File: config.mk
export PLATFORM = sky130hd
export DESIGN_NAME = cpuControl
export DESIGN_NICKNAME = d
export VERILOG_FILES = /design/src/verilog/cpuCtrlPkg.sv /design/src/verilog/instrDecoder.sv /design/src/verilog/controlSequencer.sv /design/src/verilog/controlWordEncoder.sv /design/src/verilog/cpuControl.sv
export SDC_FILE = /design/constraint.sdc
export NUM_CORES = 1
export LEC_CHECK = 0
export ABC_AREA = 0
export BUFFER_PORTS_ARGS = -buffer_cell sky130_fd_sc_hd__buf_2
export CAP_MARGIN = 0
export CORE_ASPECT_RATIO = 0.6
export CORE_MARGIN = 10
export CORE_UTILIZATION = 50
export DETAILED_ROUTE_END_ITERATION = 10
export PLACE_DENSITY = 0.79
export SETUP_SLACK_MARGIN = 0.5
export SLEW_MARGIN = 20
export SYNTH_ARGS = -nofsm -noshare
export SYNTH_HDL_FRONTEND = slang
export SYNTH_SLANG_ARGS = --single-unit
File: constraint.sdc
create_clock -name clk -period 6.75 [get_ports clk]
set_input_delay 1.35 -clock clk [delete_from_list [all_inputs] [get_ports clk]]
set_output_delay 1.35 -clock clk [all_outputs]
set_load 0.005 [all_outputs]
File: src/verilog/cpuCtrlPkg.sv
package cpuCtrlPkg;

    typedef logic [15:0] instr_t;
    typedef logic [3:0]  regIdx_t;
    typedef logic [2:0]  pairIdx_t;           // pair n is registers 2n and 2n+1
    typedef logic [3:0]  aluMode_t;

    localparam aluMode_t AluPassB = 4'd0;
    localparam aluMode_t AluPassA = 4'd13;

    // condition field, instruction bits 15..13
    typedef enum logic [2:0] {
        condAlways   = 3'b000,
        condCarrySet = 3'b001,
        condCarryClr = 3'b010,
        condZeroSet  = 3'b011,
        condZeroClr  = 3'b100,
        condNegSet   = 3'b101,
        condNever    = 3'b110,
        condNegClr   = 3'b111
    } condCode_t;

    typedef enum logic [3:0] {
        clsAluImm, clsAluReg,
        clsIn, clsOut,
        clsStore, clsLoad,
        clsJump, clsCall, clsRet,
        clsHalt, clsNop
    } instrClass_t;

    typedef enum logic [1:0] {pairKeep, pairInc, pairDec} pairStep_t;

    typedef enum logic [4:0] {
        stepIdle, stepAluImm, stepAluReg,
        stepInRead, stepInWrite, stepOut,
        stepStore, stepLoadRead, stepLoadWrite,
        stepJumpTaken, stepJumpTarget, stepSkip,
        stepCallLow, stepCallHigh,
        stepRetLow, stepRetHigh,
        stepNop
    } step_t;

    typedef enum logic {srcBReg, srcBImm8} aluSrcB_t;
    typedef enum logic [1:0] {dataPcHigh = 2'd0, dataPcLow = 2'd1, dataAluOut = 2'd2} dMemData_t;
    typedef enum logic {addrPair, addrDirect} dMemAddr_t;          // direct is {8'd0, instr[11:4]}
    typedef enum logic [1:0] {
        fetchPcPlusOne = 2'b00,
        fetchPcOut     = 2'b01,
        fetchIMemOut   = 2'b11                                     // word just read is the address
    } iMemAddr_t;

    typedef struct packed {
        logic carry;
        logic zero;
        logic negative;
    } flags_t;

    typedef struct packed {
        instrClass_t cls;
        logic        condMet;
        pairStep_t   pairStep;
        aluMode_t    aluMode;
        regIdx_t     dstReg;
        regIdx_t     srcReg;
        pairIdx_t    pairIdx;
    } decoded_t;

    typedef struct packed {
        regIdx_t outBSelect;
        logic    writeEn;
        logic    incPair;
        logic    decPair;
    } regCtrl_t;

    typedef struct packed {
        aluSrcB_t srcB;
        aluMode_t mode;
    } aluCtrl_t;

    typedef struct packed {
        dMemData_t dataSel;
        dMemAddr_t addrSel;
        logic      writeEn;
        logic      readEn;
    } dMemCtrl_t;

    typedef struct packed {
        iMemAddr_t addrSel;
        logic      readEn;
        logic      pcWriteEn;
    } fetchCtrl_t;

    typedef struct packed {
        regCtrl_t   regFile;
        aluCtrl_t   alu;
        dMemCtrl_t  dMem;
        fetchCtrl_t fetch;
        logic       flagEnable;
    } ctrlWord_t;

endpackage

File: src/verilog/instrDecoder.sv
`timescale 1ns/1ps

module instrDecoder (
    input  cpuCtrlPkg::instr_t   instr,
    input  cpuCtrlPkg::flags_t   flags,
    output cpuCtrlPkg::decoded_t decoded
);

    logic [4:0]            opcode;
    logic                  lowZero;
    cpuCtrlPkg::condCode_t cond;

    assign opcode  = instr[7:3];
    assign lowZero = (instr[2:0] == 3'b000);
    assign cond    = cpuCtrlPkg::condCode_t'(instr[15:13]);

    // register fields are taken unconditionally, the encoder picks what it needs
    assign decoded.dstReg  = instr[15:12];
    assign decoded.srcReg  = instr[11:8];
    assign decoded.pairIdx = instr[11:9];

    always_comb begin
        case (cond)
            cpuCtrlPkg::condAlways:   decoded.condMet = 1'b1;
            cpuCtrlPkg::condCarrySet: decoded.condMet = flags.carry;
            cpuCtrlPkg::condCarryClr: decoded.condMet = ~flags.carry;
            cpuCtrlPkg::condZeroSet:  decoded.condMet = flags.zero;
            cpuCtrlPkg::condZeroClr:  decoded.condMet = ~flags.zero;
            cpuCtrlPkg::condNegSet:   decoded.condMet = flags.negative;
            cpuCtrlPkg::condNegClr:   decoded.condMet = ~flags.negative;
            default:                  decoded.condMet = 1'b0;     // 110 never taken
        endcase
    end

    // class priority follows the opcode map, first match wins
    always_comb begin
        decoded.cls      = cpuCtrlPkg::clsNop;
        decoded.pairStep = cpuCtrlPkg::pairKeep;
        decoded.aluMode  = cpuCtrlPkg::AluPassB;
        if (instr[0] && (instr[3:1] != 3'b111)) begin
            decoded.cls     = cpuCtrlPkg::clsAluImm;
            decoded.aluMode = {1'b0, instr[3:1]};
        end else if (instr[2:0] == 3'b010) begin
            decoded.cls = cpuCtrlPkg::clsIn;
        end else if (instr[2:0] == 3'b100) begin
            decoded.cls = cpuCtrlPkg::clsOut;
        end else if (lowZero) begin
            case (opcode)
                5'd1, 5'd2, 5'd3, 5'd4, 5'd5, 5'd6,
                5'd7, 5'd8, 5'd9, 5'd10, 5'd11, 5'd12: begin
                    decoded.cls     = cpuCtrlPkg::clsAluReg;
                    decoded.aluMode = instr[6:3];
                end
                5'd13, 5'd14, 5'd15: decoded.cls = cpuCtrlPkg::clsStore;
                5'd16, 5'd17, 5'd18: decoded.cls = cpuCtrlPkg::clsLoad;
                5'd22:               decoded.cls = cpuCtrlPkg::clsJump;
                5'd23:               decoded.cls = cpuCtrlPkg::clsCall;
                5'd24:               decoded.cls = cpuCtrlPkg::clsRet;
                5'd29:               decoded.cls = cpuCtrlPkg::clsHalt;
                default:             decoded.cls = cpuCtrlPkg::clsNop;
            endcase
            // post-access pair step, same layout for store and load
            case (opcode)
                5'd14, 5'd17: decoded.pairStep = cpuCtrlPkg::pairInc;
                5'd15, 5'd18: decoded.pairStep = cpuCtrlPkg::pairDec;
                default:      decoded.pairStep = cpuCtrlPkg::pairKeep;
            endcase
        end
    end

endmodule

File: src/verilog/controlSequencer.sv
`timescale 1ns/1ps

module controlSequencer (
    input  logic                 clk,
    input  logic                 rstN,
    input  cpuCtrlPkg::decoded_t decoded,
    output cpuCtrlPkg::step_t    step
);

    // one state per second cycle of a two-cycle instruction
    typedef enum logic [2:0] {
        stExecute,
        stInWrite,
        stLoadWrite,
        stJumpTarget,
        stCallHigh,
        stRetHigh
    } seqState_t;

    seqState_t         state;
    seqState_t         nextState;
    cpuCtrlPkg::step_t firstStep;

    always_ff @(posedge clk) begin
        if (!rstN) begin
            state <= stExecute;
        end else begin
            state <= nextState;
        end
    end

    // step for the first cycle of the current instruction
    always_comb begin
        case (decoded.cls)
            cpuCtrlPkg::clsAluImm: firstStep = cpuCtrlPkg::stepAluImm;
            cpuCtrlPkg::clsAluReg: firstStep = cpuCtrlPkg::stepAluReg;
            cpuCtrlPkg::clsIn:     firstStep = cpuCtrlPkg::stepInRead;
            cpuCtrlPkg::clsOut:    firstStep = cpuCtrlPkg::stepOut;
            cpuCtrlPkg::clsStore:  firstStep = cpuCtrlPkg::stepStore;
            cpuCtrlPkg::clsLoad:   firstStep = cpuCtrlPkg::stepLoadRead;
            cpuCtrlPkg::clsJump: begin
                firstStep = decoded.condMet ? cpuCtrlPkg::stepJumpTaken : cpuCtrlPkg::stepSkip;
            end
            cpuCtrlPkg::clsCall: begin
                firstStep = decoded.condMet ? cpuCtrlPkg::stepCallLow : cpuCtrlPkg::stepSkip;
            end
            cpuCtrlPkg::clsRet: begin
                firstStep = decoded.condMet ? cpuCtrlPkg::stepRetLow : cpuCtrlPkg::stepNop;
            end
            cpuCtrlPkg::clsHalt:   firstStep = cpuCtrlPkg::stepIdle;   // stays until instr changes
            default:               firstStep = cpuCtrlPkg::stepNop;
        endcase
    end

    always_comb begin
        nextState = stExecute;
        case (state)
            stExecute: begin
                step = firstStep;
                case (firstStep)
                    cpuCtrlPkg::stepInRead:    nextState = stInWrite;
                    cpuCtrlPkg::stepLoadRead:  nextState = stLoadWrite;
                    cpuCtrlPkg::stepJumpTaken: nextState = stJumpTarget;
                    cpuCtrlPkg::stepCallLow:   nextState = stCallHigh;
                    cpuCtrlPkg::stepRetLow:    nextState = stRetHigh;
                    default:                   nextState = stExecute;
                endcase
            end
            stInWrite:    step = cpuCtrlPkg::stepInWrite;
            stLoadWrite:  step = cpuCtrlPkg::stepLoadWrite;
            stJumpTarget: step = cpuCtrlPkg::stepJumpTarget;
            stCallHigh:   step = cpuCtrlPkg::stepCallHigh;
            stRetHigh:    step = cpuCtrlPkg::stepRetHigh;
            default:      step = cpuCtrlPkg::stepIdle;
        endcase
        if (!rstN) begin
            step = cpuCtrlPkg::stepIdle;                     // all enables off while in reset
        end
    end

endmodule

File: src/verilog/controlWordEncoder.sv
`timescale 1ns/1ps

module controlWordEncoder #(
    parameter cpuCtrlPkg::regIdx_t SpLowReg = 4'd14
) (
    input  cpuCtrlPkg::decoded_t  decoded,
    input  cpuCtrlPkg::step_t     step,
    output cpuCtrlPkg::ctrlWord_t ctrl
);

    cpuCtrlPkg::regIdx_t pairLowReg;
    logic                pairUp;
    logic                pairDown;

    assign pairLowReg = {decoded.pairIdx, 1'b0};             // low byte of the pair
    assign pairUp     = (decoded.pairStep == cpuCtrlPkg::pairInc);
    assign pairDown   = (decoded.pairStep == cpuCtrlPkg::pairDec);

    always_comb begin
        // idle word that each step below modifies
        ctrl.regFile.outBSelect = decoded.dstReg;
        ctrl.regFile.writeEn    = 1'b0;
        ctrl.regFile.incPair    = 1'b0;
        ctrl.regFile.decPair    = 1'b0;
        ctrl.alu.srcB           = cpuCtrlPkg::srcBReg;
        ctrl.alu.mode           = cpuCtrlPkg::AluPassB;
        ctrl.dMem.dataSel       = cpuCtrlPkg::dataAluOut;
        ctrl.dMem.addrSel       = cpuCtrlPkg::addrPair;
        ctrl.dMem.writeEn       = 1'b0;
        ctrl.dMem.readEn        = 1'b0;
        ctrl.fetch.addrSel      = cpuCtrlPkg::fetchPcOut;
        ctrl.fetch.readEn       = 1'b0;
        ctrl.fetch.pcWriteEn    = 1'b0;
        ctrl.flagEnable         = 1'b0;

        // advance unless the step is a hold or idle
        case (step)
            cpuCtrlPkg::stepIdle,
            cpuCtrlPkg::stepInRead,
            cpuCtrlPkg::stepLoadRead,
            cpuCtrlPkg::stepRetLow: ;                        // hold keeps fetch off
            cpuCtrlPkg::stepCallLow: begin
                ctrl.fetch.readEn    = 1'b1;                 // fetch target while PC keeps its value
                ctrl.fetch.pcWriteEn = 1'b0;
            end
            default: begin
                ctrl.fetch.readEn    = 1'b1;
                ctrl.fetch.pcWriteEn = 1'b1;
            end
        endcase

        case (step)
            cpuCtrlPkg::stepAluImm: begin
                ctrl.regFile.writeEn = 1'b1;
                ctrl.alu.srcB        = cpuCtrlPkg::srcBImm8;
                ctrl.alu.mode        = decoded.aluMode;
                ctrl.flagEnable      = 1'b1;
            end
            cpuCtrlPkg::stepAluReg: begin
                ctrl.regFile.outBSelect = decoded.srcReg;
                ctrl.regFile.writeEn    = 1'b1;
                ctrl.alu.mode           = decoded.aluMode;
                ctrl.flagEnable         = 1'b1;
            end
            cpuCtrlPkg::stepInRead: begin
                ctrl.dMem.addrSel = cpuCtrlPkg::addrDirect;
                ctrl.dMem.readEn  = 1'b1;
            end
            cpuCtrlPkg::stepInWrite: begin
                ctrl.dMem.addrSel    = cpuCtrlPkg::addrDirect;
                ctrl.dMem.readEn     = 1'b1;
                ctrl.regFile.writeEn = 1'b1;
            end
            cpuCtrlPkg::stepOut: begin
                ctrl.dMem.addrSel = cpuCtrlPkg::addrDirect;
                ctrl.dMem.writeEn = 1'b1;
            end
            cpuCtrlPkg::stepStore: begin
                ctrl.regFile.outBSelect = pairLowReg;
                ctrl.regFile.incPair    = pairUp;
                ctrl.regFile.decPair    = pairDown;
                ctrl.alu.mode           = cpuCtrlPkg::AluPassA;
                ctrl.dMem.writeEn       = 1'b1;
            end
            cpuCtrlPkg::stepLoadRead: begin
                ctrl.regFile.outBSelect = pairLowReg;
                ctrl.alu.mode           = cpuCtrlPkg::AluPassA;
                ctrl.dMem.readEn        = 1'b1;
            end
            cpuCtrlPkg::stepLoadWrite: begin
                ctrl.regFile.outBSelect = pairLowReg;
                ctrl.regFile.writeEn    = 1'b1;
                ctrl.regFile.incPair    = pairUp;            // pair moves only after the read
                ctrl.regFile.decPair    = pairDown;
                ctrl.alu.mode           = cpuCtrlPkg::AluPassA;
                ctrl.dMem.readEn        = 1'b1;
            end
            cpuCtrlPkg::stepJumpTarget: ctrl.fetch.addrSel = cpuCtrlPkg::fetchIMemOut;
            cpuCtrlPkg::stepSkip:       ctrl.fetch.addrSel = cpuCtrlPkg::fetchPcPlusOne;
            cpuCtrlPkg::stepCallLow,
            cpuCtrlPkg::stepCallHigh: begin
                ctrl.regFile.outBSelect = SpLowReg;
                ctrl.regFile.decPair    = 1'b1;              // push onto a downward stack
                ctrl.dMem.writeEn       = 1'b1;
                if (step == cpuCtrlPkg::stepCallLow) begin
                    ctrl.dMem.dataSel = cpuCtrlPkg::dataPcLow;
                end else begin
                    ctrl.dMem.dataSel  = cpuCtrlPkg::dataPcHigh;
                    ctrl.fetch.addrSel = cpuCtrlPkg::fetchIMemOut;
                end
            end
            cpuCtrlPkg::stepRetLow,
            cpuCtrlPkg::stepRetHigh: begin
                ctrl.regFile.outBSelect = SpLowReg;
                ctrl.regFile.incPair    = 1'b1;              // pop
                ctrl.dMem.readEn        = 1'b1;
                ctrl.fetch.addrSel      = cpuCtrlPkg::fetchIMemOut;
            end
            default: ;                                       // idle, jump taken and nop
        endcase
    end

endmodule

File: src/verilog/cpuControl.sv
`timescale 1ns/1ps

module cpuControl #(
    parameter cpuCtrlPkg::regIdx_t SpLowReg = 4'd14         // stack pointer low byte
) (
    input  logic                  clk,
    input  logic                  rstN,
    input  cpuCtrlPkg::instr_t    instr,
    input  cpuCtrlPkg::flags_t    flags,
    output cpuCtrlPkg::ctrlWord_t ctrl
);

    cpuCtrlPkg::decoded_t decoded;
    cpuCtrlPkg::step_t    step;

    instrDecoder uDecoder (
        .instr   (instr),
        .flags   (flags),
        .decoded (decoded)
    );

    controlSequencer uSequencer (
        .clk     (clk),
        .rstN    (rstN),
        .decoded (decoded),
        .step    (step)
    );

    controlWordEncoder #(
        .SpLowReg (SpLowReg)
    ) uEncoder (
        .decoded (decoded),
        .step    (step),
        .ctrl    (ctrl)
    );

endmodule

==> metrics.md <==
| Metric | Value |
|---|---|
| Hold buffers post-CTS | `0` |
| Final WL | `4590 microns` |
| GRT overflow | `0` |
| Comb pwr share | `62.5%` |
| Yosys reg bits | `3` |
| First-pass GRT wire length | `7500 microns` |
| Io pins | `43` |
| Root Buffer Master | `clkbuf_8` |
| M1 GR Usage | `between 20% and 30%` |
| Slew HR | `between 40% and 50%` |
| Most flops, register | `uSequencer.state` |
| Resized Gates After CTS | `0` |
| Post-placement cell area | `around 1500 sq um` |
| Max reg flops | `3` |
| Synth warnings | `0` |
| Finished Cell Area | `1550 sq um` |
| RSZ-0062 raised after global routing | `no` |
| Reg2Reg Setup Slack | `5.37 ns` |
| Worst EP arrival | `4.43 ns` |
| Drt pass-1 iters | `5` |
| Final setup viols | `0` |
| Final std cells w/o fill | `273` |
| Worst Path Buf+Inv | `2` |
| Die W | `86.2 microns` |
| Busiest grt layer | `met1` |
| M2 GR Usage | `between 20% and 30%` |
| Die Y | `59.7 microns` |
| CTS tree | `done` |
| Drc violations | `0` |
| Share of cells above drive strength 1 | `22.0%` |
| Yosys top cell area share | `a little over 7%` |
| Via Count | `1813` |
| WL/cell | `~17 microns` |
| P_sw | `0.0000829 W` |
| DP Wirelength | `3670 microns` |
| Vias in the first global route | `between 1500 and 2000` |
| CP top delay family | `compound AO/OA/AOI/OAI gates` |
| Ys async rst share | `0%` |
| Top_reg_cell synth | `dfxtp_1` |
| Latest clock arrival within the worst-skew pair | `0.21 ns` |
| Buffers on Ports | `42` |
| DRT iter0 DRCs | `321` |
| Multi-input logic area | `1160 sq um` |
| WS Path Type | `in2out` |
| Status | `finished clean` |
| Post-synthesis net count | `229` |
| Final worst path period need | `5.78 ns` |
| M3 GR Usage | `6.65%` |
| Leading area contributor after synthesis | `nand2b_1` |
| Top-count cell post-synth | `nor2_1` |
| Top cells by count, synth | `18 x nor2_1, 15 x nand2b_1, 14 x nand2_1` |
| Setup_tns | `0 ns` |
| LEAKAGE | `0.678 nW` |
| Crit path largest cell delay | `0.51 ns` |
| Placeable Area | `2500 sq um` |
| Measured slew at the worst slew-check pin | `around 0.86 ns` |
| DIE AREA | `approximately 5000 sq um` |
| Netlist cell types | `54` |
| H-Tree Depth | `1` |
| Core Util, Final | `around three fifths` |
| Cells after Synth | `208` |
| Placed cell count | `269` |
| Crit-path cells | `buf_2, or3_1, o21ai_1, o21ai_0, nand3_1, o311a_1, a311oi_1, o211ai_1, o21ai_0, or3_1, buf_2` |
| Final net count | `263` |
| Hold WC Path Type | `reg2reg` |
| Routability Congestion | `0.933` |
| Synth top area cells | `nand2b_1 7.1%, nor2_1 5.1%, a21oi_1 4.6%, dfxtp_1 4.6%, nand2_1 4.0%` |
| Antenna violations before repair | `0` |
| Cell internal pwr | `0.000106 W` |
| Layout fillers | `242` |
| Area grow syn2layout | `18.1%` |
| CP Capture Type | `output pin` |
| Final max-slew violation count | `0` |
| Ant. Diodes | `0` |
| Synth Area per Inst | `6.32 sq um` |
| Max_cap viols | `0` |
| Fmax | `roughly 170 MHz` |
| Initial Util | `52.4%` |
| Reg power frac | `between 10% and 20%` |
| Avg Vias per Cell | `6.64` |
| Period utilization | `85.6%` |
| Max FO, Critical Path | `18` |
| Mapped Area | `1310 sq um` |
| Worst-path clk slew | `roughly 0.03 ns` |
| TritonCTS buffer count | `3` |
| Setup Buffers After CTS | `0` |
| Total clock sinks | `3` |
| Aggregate global-route resource usage | `between 15 and 20%` |
| Startpoint Class | `primary input` |
| Switching portion of total power | `between 40% and 50%` |
| Post-route ant nets | `0` |
| Sequential cell area | `60.1 sq um` |
| VDD IR max | `0.000180 V` |
| Largest regs | `uSequencer.state x3` |
| Worst Clk Skew | `0.00360 ns` |
| Clock Path Buffers | `2` |
| Pwr dens | `approximately 120 nW/um^2` |
| Clk pwr share | `27.0%` |
| Placement Rows | `14` |
| Critical Path RT | `5.40 ns` |
| Post-synth EDFFs | `0` |
| Largest net degree at the start of global routing | `19` |
| CP max-delay cell | `o211ai_1` |
| Hold Vio Cnt, Final | `0` |
| Sequential cell area fraction in the yosys report | `under 10%` |
[worst paths after layout]
check / start / end / cells after the start
worst max register to register: uSequencer.state[2] / uSequencer.state[0] / 5
worst min register to register: uSequencer.state[0] / uSequencer.state[1] / 3
worst min-delay path: uSequencer.state[0] / uSequencer.state[1] / 3
worst max-delay path: instr[3] / ctrl[5] / 11
[power by group through the flow]
stage	Clock, W	Combinational, W	Sequential [W]
final	0.0000509	0.000118	0.0000199
after global routing	0.0000556	0.000130	0.0000200
after CTS	0.0000522	0.000114	0.0000198
after detailed placement	0	0.000114	0.0000200
after global placement	0	0.000112	0.0000200
after floorplan	0	0.0000774	0.0000195
[per-stage QoR]
step | power [W] | hold slack, ns | setup WS [ns]
2_1_floorplan | 0.0000969 | 0.662 | 1.59
3_3_place_gp | 0.000132 | 0.786 | 1.11
5_1_grt | 0.000206 | 0.884 | 0.737
3_5_place_dp | 0.000134 | 0.798 | 1.06
4_1_cts | 0.000186 | 0.810 | 1.05
6_report | 0.000188 | 0.830 | 0.972
[metal layers]
layer / routed length, microns / up-vias
met3: 733 / 14
met5: 0 / -
li1: - / 863
met1: 2020 / 796
met4: 48 / 0
met2: 1790 / 140
[cell type report]
| cell class | count | share of cell area [%] |
|---|---|---|
| inverters | 10 | 2.42 |
| flip-flops and latches | 3 | 3.87 |
| well taps | 32 | 2.58 |
| repair buffers | 42 | 13.5 |
| clock buffers | 4 | 2.90 |
| multi-input cells | 182 | 74.7 |
[layout by cell type, fill, tap and decap left out, types with 2 or more instances in the layout]
cell type	instances
buf_2	42
a21o_1	3
o21a_1	5
inv_1	10
mux2_2	2
nor2b_1	4
o21ai_1	4
nand3b_1	4
o221ai_1	2
a311oi_1	2
clkbuf_8	3
or3_1	6
o22ai_1	2
a41o_1	2
o21bai_1	2
o2111ai_1	4
nand3_1	6
a22oi_1	4
a211oi_1	3
a21oi_1	12
o211ai_1	6
nor4_1	5
nor3_1	8
nand2b_1	15
o21ai_0	9
o211a_1	2
and2_1	6
nand2_1	14
nor2_1	18
a31oi_1	5
a21boi_0	2
or2_2	2
dfxtp_1	3
o31ai_1	3
[kinds of logic after synthesis]
| logic type | synth area share, % |
|---|---|
| DFF | 4.57 |
| AOI/OAI and AO/OA | 44.2 |
| xor gates and xnor gates | 1.33 |
| buffers and inverters | 7.24 |
| and+or+nand+nor | 40.2 |
| muxes | 2.48 |
[tightest hold or removal path: cells and delay by family (launching register included)]
family	cells	cell delay [ns]
DFF	1	0.45
and+or+nand+nor	3	0.32
No activity file was read; power rests on OpenSTA's default activity.
